File: src/common/control_macros.svh
`ifndef CONTROL_MACROS_SVH
`define CONTROL_MACROS_SVH

`define OPCODE_W 6
`define FUNCT_W  6
`define STATE_W  5

`define OP_RTYPE 6'b000000
`define OP_J     6'b000010
`define OP_BEQ   6'b000100
`define OP_BNE   6'b000101
`define OP_ADDI  6'b001000
`define OP_ADDIU 6'b001001
`define OP_SLTI  6'b001010
`define OP_ANDI  6'b001100
`define OP_XORI  6'b001110
`define OP_LUI   6'b001111
`define OP_LW    6'b100011
`define OP_SW    6'b101011

`define FN_SLL   6'b000000
`define FN_SRL   6'b000010
`define FN_SRA   6'b000011
`define FN_SLLV  6'b000100
`define FN_SRAV  6'b000111
`define FN_JR    6'b001000
`define FN_BREAK 6'b001101
`define FN_ADD   6'b100000
`define FN_SUB   6'b100010
`define FN_AND   6'b100100
`define FN_XOR   6'b100110
`define FN_SLT   6'b101010

`endif

File: src/common/controlPkg.sv
`include "control_macros.svh"

package controlPkg;

	typedef enum logic [`STATE_W-1:0] {
		reset, fetch, fetchWait, irLoad, decode,
		rTypeLoad, aluExec, aluWriteback, shiftLoad, shiftExec,
		setLess, immExec, immWriteback, setLessImm, memAddr,
		loadWait, loadWriteback, storeWord, branch, jump,
		jumpReg, loadUpper, breakHalt, noOp, exception
	} state_t;

	typedef enum logic [4:0] {
		kindAdd, kindSub, kindAnd, kindXor, kindSlt,
		kindSll, kindSrl, kindSra, kindSllv, kindSrav,
		kindJr, kindBreak, kindUnknownFunct, // R-type group
		kindAddi, kindAddiu, kindAndi, kindSlti, kindXori,
		kindLw, kindSw, kindBeq, kindBne, kindJ,
		kindLui, kindIllegal
	} instrKind_t;

	typedef enum logic [1:0] {
		aluResult       = 2'b00,
		branchTarget    = 2'b01,
		jumpTarget      = 2'b10,
		exceptionVector = 2'b11
	} pcSrc_t;

	typedef enum logic [1:0] {
		regB       = 2'b00,
		constFour  = 2'b01,
		signImm    = 2'b10,
		shiftedImm = 2'b11 // Branch offset, shifted by two
	} aluSrcB_t;

	typedef enum logic [2:0] {
		pass  = 3'b000, // Operand A straight through
		add   = 3'b001,
		sub   = 3'b010,
		andOp = 3'b011,
		xorOp = 3'b110
	} aluOp_t;

	typedef enum logic [2:0] {
		aluOut   = 3'b000,
		mdr      = 3'b001,
		upperImm = 3'b010,
		shiftOut = 3'b101,
		lessThan = 3'b110
	} memToReg_t;

	typedef enum logic [2:0] {
		hold       = 3'b000,
		load       = 3'b001,
		left       = 3'b010,
		rightLogic = 3'b011,
		rightArith = 3'b100
	} shiftCtrl_t;

	typedef struct packed {
		pcSrc_t     pcSrc;
		logic       aluSrcA; // 0 PC, 1 register A
		aluSrcB_t   aluSrcB;
		aluOp_t     aluOp;
		logic       regWrite;
		logic       regDst; // 0 rt, 1 rd
		logic       irWrite;
		memToReg_t  memToReg;
		logic       memWrite;
		logic       mdrLoad;
		logic       iorD;
		logic       pcWrite;
		logic       pcWriteCond;
		logic       branchNe;
		logic       aluOutLoad;
		logic       aLoad;
		logic       bLoad;
		shiftCtrl_t shiftCtrl;
		logic       epcWrite;
	} ctrlWord_t;

endpackage

File: src/hdl/instrDecoder.sv
`include "control_macros.svh"

module instrDecoder import controlPkg::*; (
	input  logic [`OPCODE_W-1:0] opcode,
	input  logic [`FUNCT_W-1:0]  funct,
	output instrKind_t           kind
);

	instrKind_t rKind;

	// Funct table, only meaningful for R-type
	always_comb begin
		case (funct)
			`FN_ADD:   rKind = kindAdd;
			`FN_SUB:   rKind = kindSub;
			`FN_AND:   rKind = kindAnd;
			`FN_XOR:   rKind = kindXor;
			`FN_SLT:   rKind = kindSlt;
			`FN_SLL:   rKind = kindSll;
			`FN_SRL:   rKind = kindSrl;
			`FN_SRA:   rKind = kindSra;
			`FN_SLLV:  rKind = kindSllv;
			`FN_SRAV:  rKind = kindSrav;
			`FN_JR:    rKind = kindJr;
			`FN_BREAK: rKind = kindBreak;
			default:   rKind = kindUnknownFunct;
		endcase
	end

	always_comb begin
		case (opcode)
			`OP_RTYPE: begin
				kind = rKind;
			end
			`OP_ADDI: begin
				kind = kindAddi;
			end
			`OP_ADDIU: begin
				kind = kindAddiu;
			end
			`OP_ANDI: begin
				kind = kindAndi;
			end
			`OP_SLTI: begin
				kind = kindSlti;
			end
			`OP_XORI: begin
				kind = kindXori;
			end
			`OP_LW: begin
				kind = kindLw;
			end
			`OP_SW: begin
				kind = kindSw;
			end
			`OP_BEQ: begin
				kind = kindBeq;
			end
			`OP_BNE: begin
				kind = kindBne;
			end
			`OP_J: begin
				kind = kindJ;
			end
			`OP_LUI: begin
				kind = kindLui;
			end
			default: begin
				kind = kindIllegal; // Raises the opcode exception
			end
		endcase
	end

endmodule

File: src/hdl/controlSequencer.sv
module controlSequencer import controlPkg::*; (
	input  logic       clock,
	input  logic       reset,
	input  instrKind_t kind,
	input  logic       overflow,
	output state_t     state,
	output instrKind_t heldKind
);

	state_t nextState;
	logic   arithTrap;
	logic   immTrap;

	// Only signed arithmetic traps on overflow
	assign arithTrap = overflow && (heldKind == kindAdd || heldKind == kindSub);
	assign immTrap   = overflow && (heldKind == kindAddi);

	always_ff @(posedge clock) begin
		if (reset) begin
			state    <= controlPkg::reset;
			heldKind <= kindIllegal;
		end else begin
			state <= nextState;
			if (state == decode) begin
				heldKind <= kind; // Instruction register is stable here
			end
		end
	end

	always_comb begin
		case (state)
			controlPkg::reset: nextState = fetch;
			fetch:             nextState = fetchWait;
			fetchWait:         nextState = irLoad;
			irLoad:            nextState = decode;
			decode: begin
				case (kind)
					kindAdd, kindSub, kindAnd, kindXor, kindSlt,
					kindSll, kindSrl, kindSra, kindSllv, kindSrav,
					kindJr, kindBreak, kindUnknownFunct: begin
						nextState = rTypeLoad;
					end
					kindAddi, kindAddiu, kindAndi, kindXori: begin
						nextState = immExec;
					end
					kindSlti:         nextState = setLessImm;
					kindLw, kindSw:   nextState = memAddr;
					kindBeq, kindBne: nextState = branch;
					kindJ:            nextState = jump;
					kindLui:          nextState = loadUpper;
					default:          nextState = exception;
				endcase
			end
			rTypeLoad: begin
				case (heldKind)
					kindAdd, kindSub, kindAnd, kindXor: nextState = aluExec;
					kindSlt:   nextState = setLess;
					kindSll, kindSrl, kindSra, kindSllv, kindSrav: begin
						nextState = shiftLoad;
					end
					kindJr:    nextState = jumpReg;
					kindBreak: nextState = breakHalt;
					default:   nextState = noOp;
				endcase
			end
			aluExec: begin
				nextState = arithTrap ? exception : aluWriteback;
			end
			immExec: begin
				nextState = immTrap ? exception : immWriteback;
			end
			shiftLoad: nextState = shiftExec;
			memAddr: begin
				nextState = (heldKind == kindSw) ? storeWord : loadWait;
			end
			loadWait:  nextState = loadWriteback;
			breakHalt: nextState = breakHalt; // Left only through reset
			default:   nextState = fetch;
		endcase
	end

	breakHeld: assert property (@(posedge clock)
		(state == breakHalt && !reset) |=> state == breakHalt)
		else $error("sequencer left breakHalt without a reset");

endmodule

File: src/hdl/controlEncoder.sv
module controlEncoder import controlPkg::*; (
	input  state_t     state,
	input  instrKind_t heldKind,
	output ctrlWord_t  ctrl
);

	// Shared by the register and immediate forms
	function automatic aluOp_t aluOpFor(input instrKind_t k);
		case (k)
			kindSub:            return sub;
			kindAnd, kindAndi:  return andOp;
			kindXor, kindXori:  return xorOp;
			default:            return add;
		endcase
	endfunction

	function automatic shiftCtrl_t shiftFor(input instrKind_t k);
		case (k)
			kindSll, kindSllv: return left;
			kindSrl:           return rightLogic;
			kindSra, kindSrav: return rightArith;
			default:           return hold;
		endcase
	endfunction

	always_comb begin
		ctrl = '0;
		case (state)
			fetch: begin
				ctrl.pcWrite = 1'b1;
				ctrl.aluSrcB = constFour;
				ctrl.aluOp   = add; // PC + 4
			end
			irLoad: begin
				ctrl.irWrite = 1'b1;
			end
			decode: begin
				ctrl.aluSrcB = shiftedImm;
			end
			rTypeLoad: begin
				ctrl.aLoad = 1'b1;
				ctrl.bLoad = 1'b1;
			end
			aluExec: begin
				ctrl.aluSrcA    = 1'b1;
				ctrl.aluOutLoad = 1'b1;
				ctrl.aluOp      = aluOpFor(heldKind);
			end
			aluWriteback: begin
				ctrl.regWrite = 1'b1;
				ctrl.regDst   = 1'b1;
				ctrl.memToReg = aluOut;
			end
			shiftLoad: begin
				ctrl.shiftCtrl = load;
			end
			shiftExec: begin
				ctrl.regWrite  = 1'b1;
				ctrl.regDst    = 1'b1;
				ctrl.memToReg  = shiftOut;
				ctrl.shiftCtrl = shiftFor(heldKind);
			end
			setLess, setLessImm: begin
				ctrl.regWrite = 1'b1;
				ctrl.memToReg = lessThan;
				ctrl.aluOp    = sub; // Comparison comes from the ALU sign
				ctrl.regDst   = (state == setLess);
			end
			immExec: begin
				ctrl.aluSrcA    = 1'b1;
				ctrl.aluSrcB    = signImm;
				ctrl.aluOutLoad = 1'b1;
				ctrl.aluOp      = aluOpFor(heldKind);
			end
			immWriteback: begin
				ctrl.regWrite = 1'b1;
				ctrl.memToReg = aluOut;
			end
			memAddr: begin
				ctrl.aluSrcA    = 1'b1;
				ctrl.aluSrcB    = signImm;
				ctrl.aluOp      = add;
				ctrl.aluOutLoad = 1'b1;
			end
			loadWait: begin
				ctrl.iorD    = 1'b1;
				ctrl.mdrLoad = 1'b1;
			end
			loadWriteback: begin
				ctrl.regWrite = 1'b1;
				ctrl.memToReg = mdr;
			end
			storeWord: begin
				ctrl.iorD     = 1'b1;
				ctrl.memWrite = 1'b1;
			end
			branch: begin
				ctrl.aluSrcA     = 1'b1;
				ctrl.aluOp       = sub;
				ctrl.pcWriteCond = 1'b1;
				ctrl.pcSrc       = branchTarget;
				ctrl.branchNe    = (heldKind == kindBne);
			end
			jump: begin
				ctrl.pcWrite = 1'b1;
				ctrl.pcSrc   = jumpTarget;
			end
			jumpReg: begin
				ctrl.aluSrcA = 1'b1;
				ctrl.aluOp   = pass;
				ctrl.pcWrite = 1'b1;
				ctrl.pcSrc   = aluResult;
			end
			loadUpper: begin
				ctrl.regWrite = 1'b1;
				ctrl.memToReg = upperImm;
			end
			exception: begin
				ctrl.pcWrite  = 1'b1;
				ctrl.epcWrite = 1'b1;
				ctrl.pcSrc    = exceptionVector;
				ctrl.aluOp    = sub; // EPC gets PC - 4
				ctrl.aluSrcB  = constFour;
			end
			default: begin
				ctrl = '0;
			end
		endcase

		assert (!(ctrl.memWrite && ctrl.regWrite))
			else $error("memory and register write together in %s", state.name());
		assert (!(ctrl.pcWrite && ctrl.pcWriteCond))
			else $error("both PC write enables set in %s", state.name());
		assert (!ctrl.epcWrite || ctrl.pcSrc == exceptionVector)
			else $error("EPC written without the exception vector in %s", state.name());
	end

endmodule

File: src/hdl/unidadeControle.sv
`include "control_macros.svh"

module unidadeControle import controlPkg::*; (
	input  logic                 clock,
	input  logic                 reset,
	input  logic                 overflow,
	input  logic [`OPCODE_W-1:0] opcode,
	input  logic [`FUNCT_W-1:0]  funct,
	output ctrlWord_t            ctrl,
	output state_t               state
);

	instrKind_t kind;
	instrKind_t heldKind;

	instrDecoder instrDecoder_i (
		.opcode (opcode),
		.funct  (funct),
		.kind   (kind)
	);

	controlSequencer controlSequencer_i (
		.clock    (clock),
		.reset    (reset),
		.kind     (kind),
		.overflow (overflow),
		.state    (state),
		.heldKind (heldKind)
	);

	controlEncoder controlEncoder_i (
		.state    (state),
		.heldKind (heldKind),
		.ctrl     (ctrl)
	);

endmodule

File: config.mk
export PLATFORM = sky130hd
export DESIGN_NAME = unidadeControle
export DESIGN_NICKNAME = d
export VERILOG_FILES = /design/src/common/controlPkg.sv /design/src/hdl/instrDecoder.sv /design/src/hdl/controlSequencer.sv /design/src/hdl/controlEncoder.sv /design/src/hdl/unidadeControle.sv
export VERILOG_INCLUDE_DIRS = /design/src /design/src/common
export SDC_FILE = /design/constraint.sdc
export NUM_CORES = 1
export LEC_CHECK = 0
export CORE_MARGIN = 3
export CORE_UTILIZATION = 60
export CTS_CLUSTER_SIZE = 16
export DETAILED_ROUTE_END_ITERATION = 8
export DONT_BUFFER_PORTS = 1
export GPL_ROUTABILITY_DRIVEN = 0
export PLACE_DENSITY = 0.74
export SETUP_SLACK_MARGIN = 0.3
export SLEW_MARGIN = 20
export SYNTH_ARGS = -nofsm -noshare
export SYNTH_HDL_FRONTEND = slang
export SYNTH_SLANG_ARGS = --single-unit
File: constraint.sdc
create_clock -name clock -period 2.17 [get_ports clock]
set_input_delay 0.1085 -clock clock [delete_from_list [all_inputs] [get_ports clock]]
set_output_delay 0.1085 -clock clock [all_outputs]
set_load 0.01 [all_outputs]
==> summary.txt, run 1 <==
STA
  – Fin. max-slew vios: 0
  – Fin crit period: 1870 ps
  – Fmax: between 500 and 600 MHz
  – Final setup violation count: 0
  – Max-slew headroom: 0.604
  – Final Hold Viols: 1
  – Tightest Pin Transition: just under 600 ps
  – RSZ-0062 raised after global routing: true
  – Worst Skew: between 2 and 3 ps
  – Crit share post-route: 0.863
  – Setup TNS: 0 ps
  – Worst hold slack: -1.49 ps

Outcome
  – Outcome: complete, but fails checks
  – Violated checks: hold timing

Critical path
  – CP cell instances: buf_4 -> nor2_1 -> nand2_1 -> nor4_2 -> buf_4
  – Cell family with most CP delay: simple AND/OR/NAND/NOR gates
  – Bufs and invs on worst path: 2
  – CP Max Fanout: 12
  – Setup crit start kind: flip-flop
  – CP max stage cell: dfxtp_2
  – Crit-path most repeated cell: buf_4
  – CP peak stage delay: 370 ps
  – Critical path required time: 2060 ps
  – WP data arrival: roughly 1800 ps
  – WS Path Type: flip-flop to primary output
  – Crit. End Element: primary output

Global routing
  – Vias in the first global route: between 2000 and 2500
  – First-pass GRT wire length: between 9 and 10 mm
  – Initial antenna violation count: 0
  – GRT Residual Overflow: 0
  – Gr usage total: 0.274
  – Largest net degree at the start of global routing: 24

Job
  – Max-Cap Viols: 0

Floorplanning
  – Die ar.: between 4000 and 5000 um2
  – Rows: 20
  – Initial core utilization: 0.661
  – Die Wd: 65.4 um
  – Placeable Area: 3200 um2
  – I/O pin count: 47
  – Die height: roughly 65 um

Route
  – Starting DRC count in detailed routing: 220
  – Via density: between 6 and 7
  – DR WL/cell: between 15 and 20 um
  – WL final: roughly 6 mm
  – Drt drc: 0
  – Final ANT Viol Nets: 0
  – Via Count: around 2400
  – DRT Pass-1 Iters: 7

Pwr
  – Leak Pwr: 0.874 nW
  – Pwr Density: 267 nW/um2
  – Peak VDD IR: 0.145 mV

CTS
  – CTS tree: done
  – Clock Sinks: 15
  – CTS buffer count: 3
  – Clk root buf: clkbuf_4
  – Worst-Skew Late Latency: slightly below 300 ps
  – Clock buffer depth: 2
  – CTS H-tree depth: 1
  – Clk pin slew, worst setup/hold paths: ~90 ps

Final layout
  – Cell Count, Final, Fillers Out: 358
  – Antenna cells: 0
  – Area delta synth->final: 18.7%
  – Final nets: 330
  – Number of fill cells: about 240
  – Layout cells sized above 1: 0.293

Logic synthesis
  – Post-synth EDFFs: 0
  – Cell taking the most area after synthesis: dfxtp_1
  – Syn Inst Count: ~300
  – Synth Net Count: ~320
  – Synth top area share: 0.142
  – Async set-reset flop share out of synthesis: 0
  – Ys flop type: dfxtp_1
  – Register area share after synthesis: 0.142
  – Syn Area/Cell: roughly 7 um2
  – Synth area leaders: dfxtp_1, nor2_1, nand2_1, a21oi_1, o21ai_0
  – Synthesis Warnings: 0
  – Syn Std Cell Area: between 2000 and 2500 um2
  – Synth cell types: 77
  – #FFs+latches synth: 15

Placement
  – HPWL Detailed: between 4 and 5 mm
  – Placed instance count: 339
  – Number of port buffers: 0

Worst hold path
  – Hold WC Path Type: primary input to flip-flop
-- cells by family (layout without fill, tap and decap cells) --
kind of cell,count (synthesis),after routing,synth area share
flip-flops,15,15,0.142
adder cells (fa/ha/maj),1,1,0.00473
multiplexers,2,2,0.00945
buffers and inverters,39,52,0.0845
XOR/XNOR,8,8,0.0331
AO/OA/AOI/OAI,101,101,0.361
AND/OR/NAND/NOR,135,135,0.366
-- Yosys cell counts, drive strengths merged (3+ instances only) --
| library cell | n |
|---|---|
| o22a | 3 |
| o21ai | 19 |
| nand3b | 3 |
| or2 | 4 |
| a311oi | 4 |
| a21o | 3 |
| dfxtp | 15 |
| o211a | 3 |
| xnor2 | 5 |
| nor3b | 3 |
| a211oi | 3 |
| clkbuf | 15 |
| buf | 13 |
| nor2 | 34 |
| a21oi | 20 |
| a22oi | 3 |
| nor3 | 10 |
| xor2 | 3 |
| a31oi | 5 |
| inv | 11 |
| nor4 | 7 |
| nor2b | 5 |
| nand2 | 31 |
| and3 | 4 |
| nand2b | 9 |
| o22ai | 6 |
| nand3 | 3 |
| or3 | 3 |
| nor4b | 3 |
| o211ai | 3 |
-- area by class of cell --
type,count,area (um2),area share
Tap cell,44,55.1,0.0219
Multi-Input combinational cell,247,1760,0.700
Sequential cell,15,324,0.129
Inverter,11,48.8,0.0194
Timing Repair Buffer,37,295,0.117
Clock buffer,3,22.5,0.00896
Clock inverter,1,7.51,0.00299
-- metal layers --
layer  track usage  vias up  wire length [um]
met5             0        -                 0
met4         0.127        0               150
met3        0.0308       15               303
met2         0.483      104              3020
met1         0.329     1128              2520
li1              -     1155                 -
-- cell usage in the layout (no fill, tap or decap), types with 4 or more instances in the layout --
| master | instances |
|---|---|
| a21oi_1 | 18 |
| a31oi_1 | 5 |
| buf_4 | 33 |
| dfxtp_1 | 6 |
| dfxtp_2 | 4 |
| dfxtp_4 | 5 |
| inv_1 | 9 |
| nand2_1 | 29 |
| nand2b_1 | 8 |
| nor2_1 | 28 |
| nor2_2 | 5 |
| nor3_1 | 7 |
| o21ai_0 | 15 |
| o22ai_1 | 6 |
| or2_2 | 4 |
| xnor2_1 | 5 |
-- power by group --
group / switching [mW] / internal [mW]
Clock: 0.0939 / 0.0702
Combinational: 0.125 / 0.0997
Sequential: 0.00810 / 0.274
Total: 0.227 / 0.444
-- what timing repair did --
item	in CTS	in global routing
cloned	0	0
buffers inserted	5	9
hold buffers	1	0
pin swaps	0	7
resized for setup	17	29
hold endpoints to repair	5	0
endpoints found under the setup margin	16	24
-- final timing paths --
check                                                    from                                          end  slack (ps)  cells past startpoint
hold reg to reg   controlSequencer_i.heldKind[0]$_SDFFE_PP0P_  controlSequencer_i.heldKind[0]$_SDFFE_PP0P_         630                      2
setup reg to reg       controlSequencer_i.state[2]$_SDFF_PP0_                                    flip-flop         320                      8
hold / removal                                          reset  controlSequencer_i.heldKind[3]$_SDFFE_PP1P_          -1                      2
setup / recovery       controlSequencer_i.state[0]$_SDFF_PP0_                                      ctrl[7]         300                      5
-- per-stage QoR --
step	power (mW)	worst slack (ps)	util	area [um2]
after detailed placement	0.496	217	0.693	2220
after floorplan	0.480	181	-	2150
after CTS	0.664	265	0.732	2340
final	0.671	297	0.785	2510
after global routing	0.708	209	0.785	2510
after global placement	0.494	250	0.693	2220
(Power assumes the default switching activity.)
==> run 2: changes to the inputs <==
--- a/config.mk
+++ b/config.mk
@@ -8,2 +8,3 @@
 export LEC_CHECK = 0
+export ABC_AREA = 1
 export CORE_MARGIN = 3
==> constraint.sdc (replaced) <==
create_clock -name clock -period 2.17 [get_ports clock]
set_input_delay 0.434 -clock clock [delete_from_list [all_inputs] [get_ports clock]]
set_output_delay 0.434 -clock clock [all_outputs]
set_load 0.01 [all_outputs]
==> run 2 against run 1 <==
Compared with the run above: the run now ends clean; sequential share of layout area increased by 3.3 points; register-to-register slack better by 30 ps; worst hold slack gained 190 ps; routed wire length down 20%; core utilization is 0.54 points lower.
==> summary.txt, run 2 <==
Final layout
  – Final nets: 348 (was 330)
  – Number of fill cells: 214 (was 235)
  – Cell Count, Final, Fillers Out: 362 (was 358)
  – Leading cell type in the layout, fill and taps excluded: nand2_1 (was buf_4)
  – Layout cells sized above 1: 0.232 (was 0.293)
  – Antenna cells: 0 (unchanged)
  – Most frequent cells in the layout: nand2_1, inv_1, nor2_1, nand3_1 (was buf_4, nand2_1, nor2_1, a21oi_1, o21ai_0)
  – Area delta synth->final: 20.9% (was 18.7%)

Pwr
  – Clock share of power: 0.131 (was 0.245)
  – NetSw: 0.612 mW (was 0.227 mW)
  – Peak VDD IR: 0.636 mV (was 0.145 mV)
  – Sw frac: 0.486 (was 0.338)
  – Leak Pwr: 1.12 nW (was 0.874 nW)
  – Comb power frac: 0.518 (was 0.335)
  – Pwr Density: 634 nW/um2 (was 267 nW/um2)
  – Internal: 0.646 mW (was 0.444 mW)
  – Seq pwr share: 0.351 (was 0.420)

Worst hold path
  – Hold wc startpoint: reset (unchanged)
  – Hold WC Path Type: primary input to flip-flop (unchanged)

STA
  – Fin crit period: 2060 ps (was 1870 ps)
  – Final Hold Viols: 0 (was 1)
  – Final setup violation count: 0 (unchanged)
  – Tightest Pin Transition: 387 ps (was 594 ps)
  – Max-slew headroom: 0.739 (was 0.604)
  – Fin. max-slew vios: 0 (unchanged)
  – Final worst slack: 107 ps (was 297 ps)
  – Worst Skew: 10.3 ps (was 2.89 ps)
  – Fmax: 485 MHz (was 534 MHz)
  – RSZ-0062 raised after global routing: true (unchanged)
  – Crit share post-route: 0.950 (was 0.863)
  – Setup TNS: 0 ps (unchanged)

Placement
  – Placed instance count: 349 (was 339)
  – Number of port buffers: 0 (unchanged)
  – Placement Setup Slack: 209 ps (was 217 ps)
  – HPWL Detailed: 3.36 mm (was 4.29 mm)

Logic synthesis
  – Post-synth EDFFs: 0 (unchanged)
  – Syn Inst Count: 317 (was 301)
  – Top post-synthesis cells by count: nand2_1, inv_1, nor2_1 (was nor2_1, nand2_1, a21oi_1)
  – Most used standard cell by instance count after synthesis: nand2_1 (was nor2_1)
  – Syn Area/Cell: 5.18 um2 (was 7.04 um2)
  – Async set-reset flop share out of synthesis: 0 (unchanged)
  – Synth cell types: 29 (was 77)
  – #FFs+latches synth: 15 (unchanged)
  – Ys flop type: dfxtp_1 (unchanged)
  – Cell taking the most area after synthesis: nand2_1 (was dfxtp_1)
  – Synth area leaders: nand2_1, dfxtp_1, inv_1, nor2_1, nand3_1 (was dfxtp_1, nor2_1, nand2_1, a21oi_1, o21ai_0)
  – Syn Std Cell Area: 1640 um2 (was 2120 um2)
  – Synth Net Count: 332 (was 316)
  – Register area share after synthesis: 0.183 (was 0.142)
  – Synth top area share: 0.185 (was 0.142)
  – Synthesis Warnings: 0 (unchanged)

Floorplanning
  – Die Wd: 58.3 um (was 65.4 um)
  – Die ar.: 3400 um2 (was 4280 um2)
  – Die height: 58.3 um (was 65.4 um)
  – Placeable Area: 2540 um2 (was 3200 um2)
  – I/O pin count: 47 (unchanged)
  – Initial core utilization: 0.645 (was 0.661)
  – Rows: 18 (was 20)

Critical path
  – Crit path from: controlSequencer_i.state[1]$_SDFF_PP0_ (was controlSequencer_i.state[0]$_SDFF_PP0_)
  – Origin of the critical flop-to-flop path: controlSequencer_i.state[1]$_SDFF_PP0_ (was controlSequencer_i.state[2]$_SDFF_PP0_)
  – Critical path required time: 1740 ps (was 2060 ps)
  – Worst reg2reg setup slack: 350 ps (was 320 ps)
  – Setup crit start kind: flip-flop (unchanged)
  – WP data arrival: 1630 ps (was 1760 ps)
  – WS Path Type: flip-flop to primary output (unchanged)
  – CP Max Fanout: 6 (was 12)
  – Crit. End Element: primary output (unchanged)

CTS
  – Clock buffer depth: 2 (unchanged)
  – Worst-Skew Late Latency: 290 ps (about the same)
  – CTS H-tree depth: 1 (unchanged)
  – Clk pin slew, worst setup/hold paths: 80 ps (was 90 ps)
  – CTS buffer count: 3 (unchanged)
  – CTS tree: done (unchanged)
  – Clk root buf: clkbuf_4 (unchanged)
  – Clock Sinks: 15 (unchanged)
  – CTS hold repair buffers: 0 (was 1)

Route
  – Via density: 5.49 (was 6.71)
  – Starting DRC count in detailed routing: 202 (was 220)
  – Via Count: 1988 (was 2402)
  – Final ANT Viol Nets: 0 (unchanged)
  – DRT Pass-1 Iters: 5 (was 7)
  – WL final: 4.77 mm (was 5.99 mm)
  – Drt drc: 0 (unchanged)
  – DR WL/cell: 13.2 um (was 16.7 um)

Job
  – Max-Cap Viols: 0 (unchanged)

Global routing
  – Initial antenna violation count: 0 (unchanged)
  – Vias in the first global route: 1820 (was 2161)
  – Gr usage total: 0.302 (was 0.274)
  – First-pass GRT wire length: 8.07 mm (was 9.50 mm)
  – Largest net degree at the start of global routing: 11 (was 24)
  – GRT Residual Overflow: 0 (unchanged)

Outcome
  – Outcome: finished, final reports clean (was complete, but fails checks)
## run 2: cell types whose count changed in the layout (fill, tap and decap cells not counted), sizes merged, moves of 6 or more
cell / previous run / this run
nand3: 3 / 40
a21oi: 20 / 12
nand2b: 9 / 0
nand2: 31 / 83
nor2: 34 / 60
inv: 9 / 64
o22ai: 6 / 0
buf: 36 / 14
## run 2: layout make-up
cell class | instances | area [um2] | share of cell area
Inverter | 64 | 246 | 0.124
Clock inverter | 1 | 6.26 | 0.00315
Sequential cell | 15 | 320 | 0.161
Tap cell | 30 | 37.5 | 0.0189
Clock buffer | 3 | 22.5 | 0.0113
Multi-Input combinational cell | 235 | 1230 | 0.620
Timing Repair Buffer | 14 | 120 | 0.0605
## run 2: cell families after synthesis
logic type      Yosys count  share of synthesized area
compound gates           35                      0.124
buf+inv                  67                      0.155
flops                    15                      0.183
simple gates            200                      0.537
## run 2: metal layers
metal / track usage / share of wire
met2: 0.501 / 0.48
met1: 0.374 / 0.42
met3: 0.0768 / 0.082
met5: 0 / 0
met4: 0.116 / 0.024
## run 2: power by group through the flow
stage          logic [mW]  clock network [mW]  registers [mW]
6_report            0.652               0.165           0.441
5_1_grt             0.719               0.184           0.450
4_1_cts             0.609               0.170           0.428
3_5_place_dp        0.505                   0           0.421
3_3_place_gp        0.506                   0           0.418
2_1_floorplan       0.417                   0           0.404
## run 2: per-stage QoR
stage	hold WS (ps)	utilization	area, um2	power [mW]
finish	190	0.780	1980	1.26
global route	170	0.780	1980	1.35
CTS	187	0.771	1960	1.21
detailed placement	493	0.675	1720	0.926
global placement	493	0.675	1720	0.923
floorplan	489	-	1660	0.821
## run 2: worst paths after layout
path,end,depth (start not counted)
hold / removal,controlSequencer_i.state[0]$_SDFF_PP0_,1
setup reg to reg,controlSequencer_i.state[2]$_SDFF_PP0_,10
hold reg to reg,controlSequencer_i.state[3]$_SDFF_PP0_,2
setup / recovery,ctrl[18],8
## run 2: repair_timing
action                                  4_1_cts  5_1_grt
pin swaps                                    12        4
resized for setup                            50        7
endpoints found under the setup margin       22       22
gates cloned                                  0        0
setup buffers                                 9        0
## run 2: critical path, cell delays in order (launching register included)
cell and delay, ps:
dfxtp_4 410, inv_4 50, nand2_4 70, nor2_4 50, inv_2 70, nor2_4 50
nor2_2 110, o21ai_2 90, or4_4 440
==> run 3: changes to the inputs <==
Settings changed: RECOVER_POWER set to 100, REMOVE_ABC_BUFFERS set to 1.
==> run 3 against run 2 <==
Compared with the run above: sequential share of layout area fell by 0.54 points; sequential power fell by 1%; global-route usage fell by 0.43 points; setup slack got worse by 12 ps; via count rose by 11%; critical path type unchanged; register-to-register slack got worse by 100 ps.
==> summary.txt, run 3 (same netlist as run 2, synthesis figures left out) <==
Pwr
  – Leak Pwr: 1.21 nW (was 1.12 nW)
  – Peak VDD IR: 0.748 mV (was 0.636 mV)
  – Pwr Density: 680 nW/um2 (was 634 nW/um2)

Worst hold path
  – Hold Path End: controlSequencer_i.state[2]$_SDFF_PP0_ (was controlSequencer_i.state[0]$_SDFF_PP0_)
  – Hold wc startpoint: reset (unchanged)
  – Hold WC Path Type: primary input to flip-flop (unchanged)
  – Hold path cells: 1 (unchanged)

CTS
  – CTS buffer count: 3 (unchanged)
  – CTS tree: done (unchanged)
  – Clk root buf: clkbuf_4 (unchanged)
  – Clk pin slew, worst setup/hold paths: 90 ps (was 80 ps)
  – Worst-Skew Late Latency: 290 ps (about the same)
  – Clock buffer depth: 2 (unchanged)
  – CTS H-tree depth: 1 (unchanged)
  – Clock Sinks: 15 (unchanged)

Outcome
  – Outcome: finished, final reports clean (unchanged)

STA
  – Fin crit period: 2070 ps (was 2060 ps)
  – RSZ-0062 raised after global routing: true (unchanged)
  – Max-slew headroom: 0.677 (was 0.739)
  – Worst Skew: 2.61 ps (was 10.3 ps)
  – Fmax: 482 MHz (was 485 MHz)
  – Final setup violation count: 0 (unchanged)
  – Crit share post-route: 0.956 (was 0.950)
  – Setup TNS: 0 ps (unchanged)
  – Final Hold Viols: 0 (unchanged)
  – Tightest Pin Transition: 480 ps (was 387 ps)
  – Fin. max-slew vios: 0 (unchanged)

Route
  – Via density: 5.92 (was 5.49)
  – DRT Pass-1 Iters: 6 (was 5)
  – Final ANT Viol Nets: 0 (unchanged)
  – DR WL/cell: 15.3 um (was 13.2 um)
  – Via Count: 2204 (was 1988)
  – WL final: 5.69 mm (was 4.77 mm)
  – Drt drc: 0 (unchanged)
  – Starting DRC count in detailed routing: 231 (was 202)

Floorplanning
  – Die ar.: 3400 um2 (unchanged)
  – Die Wd: 58.3 um (unchanged)
  – Placeable Area: 2540 um2 (unchanged)
  – Die height: 58.3 um (unchanged)
  – Rows: 18 (unchanged)
  – Initial core utilization: 0.645 (unchanged)
  – I/O pin count: 47 (unchanged)

Critical path
  – Cell family with most CP delay: flip-flops (was simple AND/OR/NAND/NOR gates)
  – CP max stage cell: dfxtp_4 (was or4_4)
  – Setup crit start kind: flip-flop (unchanged)
  – CP peak stage delay: 410 ps (was 440 ps)
  – Critical path required time: 1740 ps (about the same)
  – Crit. End Element: primary output (unchanged)
  – Crit-path most repeated cell: nor2_4 (unchanged)
  – Origin of the critical flop-to-flop path: controlSequencer_i.state[1]$_SDFF_PP0_ (unchanged)
  – Bufs and invs on worst path: 2 (unchanged)
  – Reg2Reg Depth: 9 (was 10)
  – WP data arrival: 1640 ps (was 1630 ps)
  – CP Max Fanout: 6 (unchanged)
  – CP cell instances: clkbuf_1 -> nand2_4 -> nor2_4 -> inv_2 -> nor2_4 -> nor2_4 -> o2111ai_1 (was inv_4 -> nand2_4 -> nor2_4 -> inv_2 -> nor2_4 -> nor2_2 -> o21ai_2 -> or4_4)
  – Worst reg2reg setup slack: 250 ps (was 350 ps)
  – WS Path Type: flip-flop to primary output (unchanged)

Final layout
  – Layout Utilization: 0.816 (was 0.780)
  – Final nets: 358 (was 348)
  – Most frequent cells in the layout: nand2_1, inv_1, nor2_1, nand3_1, buf_4 (was nand2_1, inv_1, nor2_1, nand3_1)
  – Area delta synth->final: 26.5% (was 20.9%)
  – Leading cell type in the layout, fill and taps excluded: nand2_1 (unchanged)
  – Antenna cells: 0 (unchanged)
  – Layout cells sized above 1: 0.254 (was 0.232)
  – Final instance area: 2080 um2 (was 1980 um2)

Global routing
  – Largest net degree at the start of global routing: 11 (unchanged)
  – First-pass GRT wire length: 8.10 mm (was 8.07 mm)
  – GRT Max-Usage Layer: met2 (unchanged)
  – Initial antenna violation count: 0 (unchanged)
  – Gr usage total: 0.298 (was 0.302)
  – GR Layer Usage met3: 0.0570 (was 0.0768)
  – Vias in the first global route: 1910 (was 1820)
  – GRT met2 Usage: 0.501 (unchanged)
  – Met1 Use GR: 0.371 (was 0.374)
  – GRT Residual Overflow: 0 (unchanged)

Placement
  – HPWL Detailed: 3.43 mm (was 3.36 mm)
  – Number of port buffers: 0 (unchanged)
  – Area post-placement: 1720 um2 (about the same)

Job
  – Max-Cap Viols: 0 (unchanged)
[run 3: changes by cell type in the layout (fill, tap and decap cells not counted), sizes merged]
cell / delta
clkbuf: +1
buf: +9
[run 3: per-layer routing]
metal	vias to the layer above	wire length, um
met5	-	0
met4	0	323
met3	58	509
met2	160	2660
met1	933	2200
li1	1053	-
[run 3: what timing repair did]
action,4_1_cts,5_1_grt
buffers inserted,16,1
pin swaps,14,8
endpoints found under the setup margin,25,22
resized for setup,66,24
hold buffers,0,0
[run 3: area by class of cell]
type	count	area [um2]
Multi-Input combinational cell	235	1260
Fill cell	204	468
Sequential cell	15	324
Inverter	64	243
Timing Repair Buffer	24	184
Tap cell	30	37.5
Clock buffer	3	22.5
Clock inverter	1	7.51
[run 3: worst max-delay path by stage]
stage                                                       from  endpoint  slack [ps]  cells after the start
after CTS                 controlSequencer_i.state[3]$_SDFF_PP0_   ctrl[7]         180                      8
after global routing      controlSequencer_i.state[0]$_SDFF_PP0_  ctrl[20]          20                      7
after detailed placement  controlSequencer_i.state[3]$_SDFF_PP0_   ctrl[7]         200                      8
after floorplan           controlSequencer_i.state[1]$_SDFF_PP0_  ctrl[18]         200                      8
after global placement    controlSequencer_i.state[3]$_SDFF_PP0_   ctrl[7]         170                      8
final                     controlSequencer_i.state[0]$_SDFF_PP0_  ctrl[20]         100                      7
[run 3: per-stage QoR]
step | power (mW) | instances | worst slack (ps) | hold WS (ps)
final | 1.41 | 372 | 95.1 | 194
after global routing | 1.49 | 372 | 24.0 | 186
after CTS | 1.33 | 371 | 179 | 189
after detailed placement | 0.930 | 351 | 203 | 504
after global placement | 0.923 | 351 | 174 | 504
after floorplan | 0.798 | 314 | 199 | 489
[run 3: report_power, final]
part / total, mW / switching, mW / internal [mW]
Combinational: 0.811 / 0.517 / 0.294
Clock: 0.165 / 0.0945 / 0.0701
Sequential: 0.436 / 0.0863 / 0.350
Total: 1.41 / 0.698 / 0.714
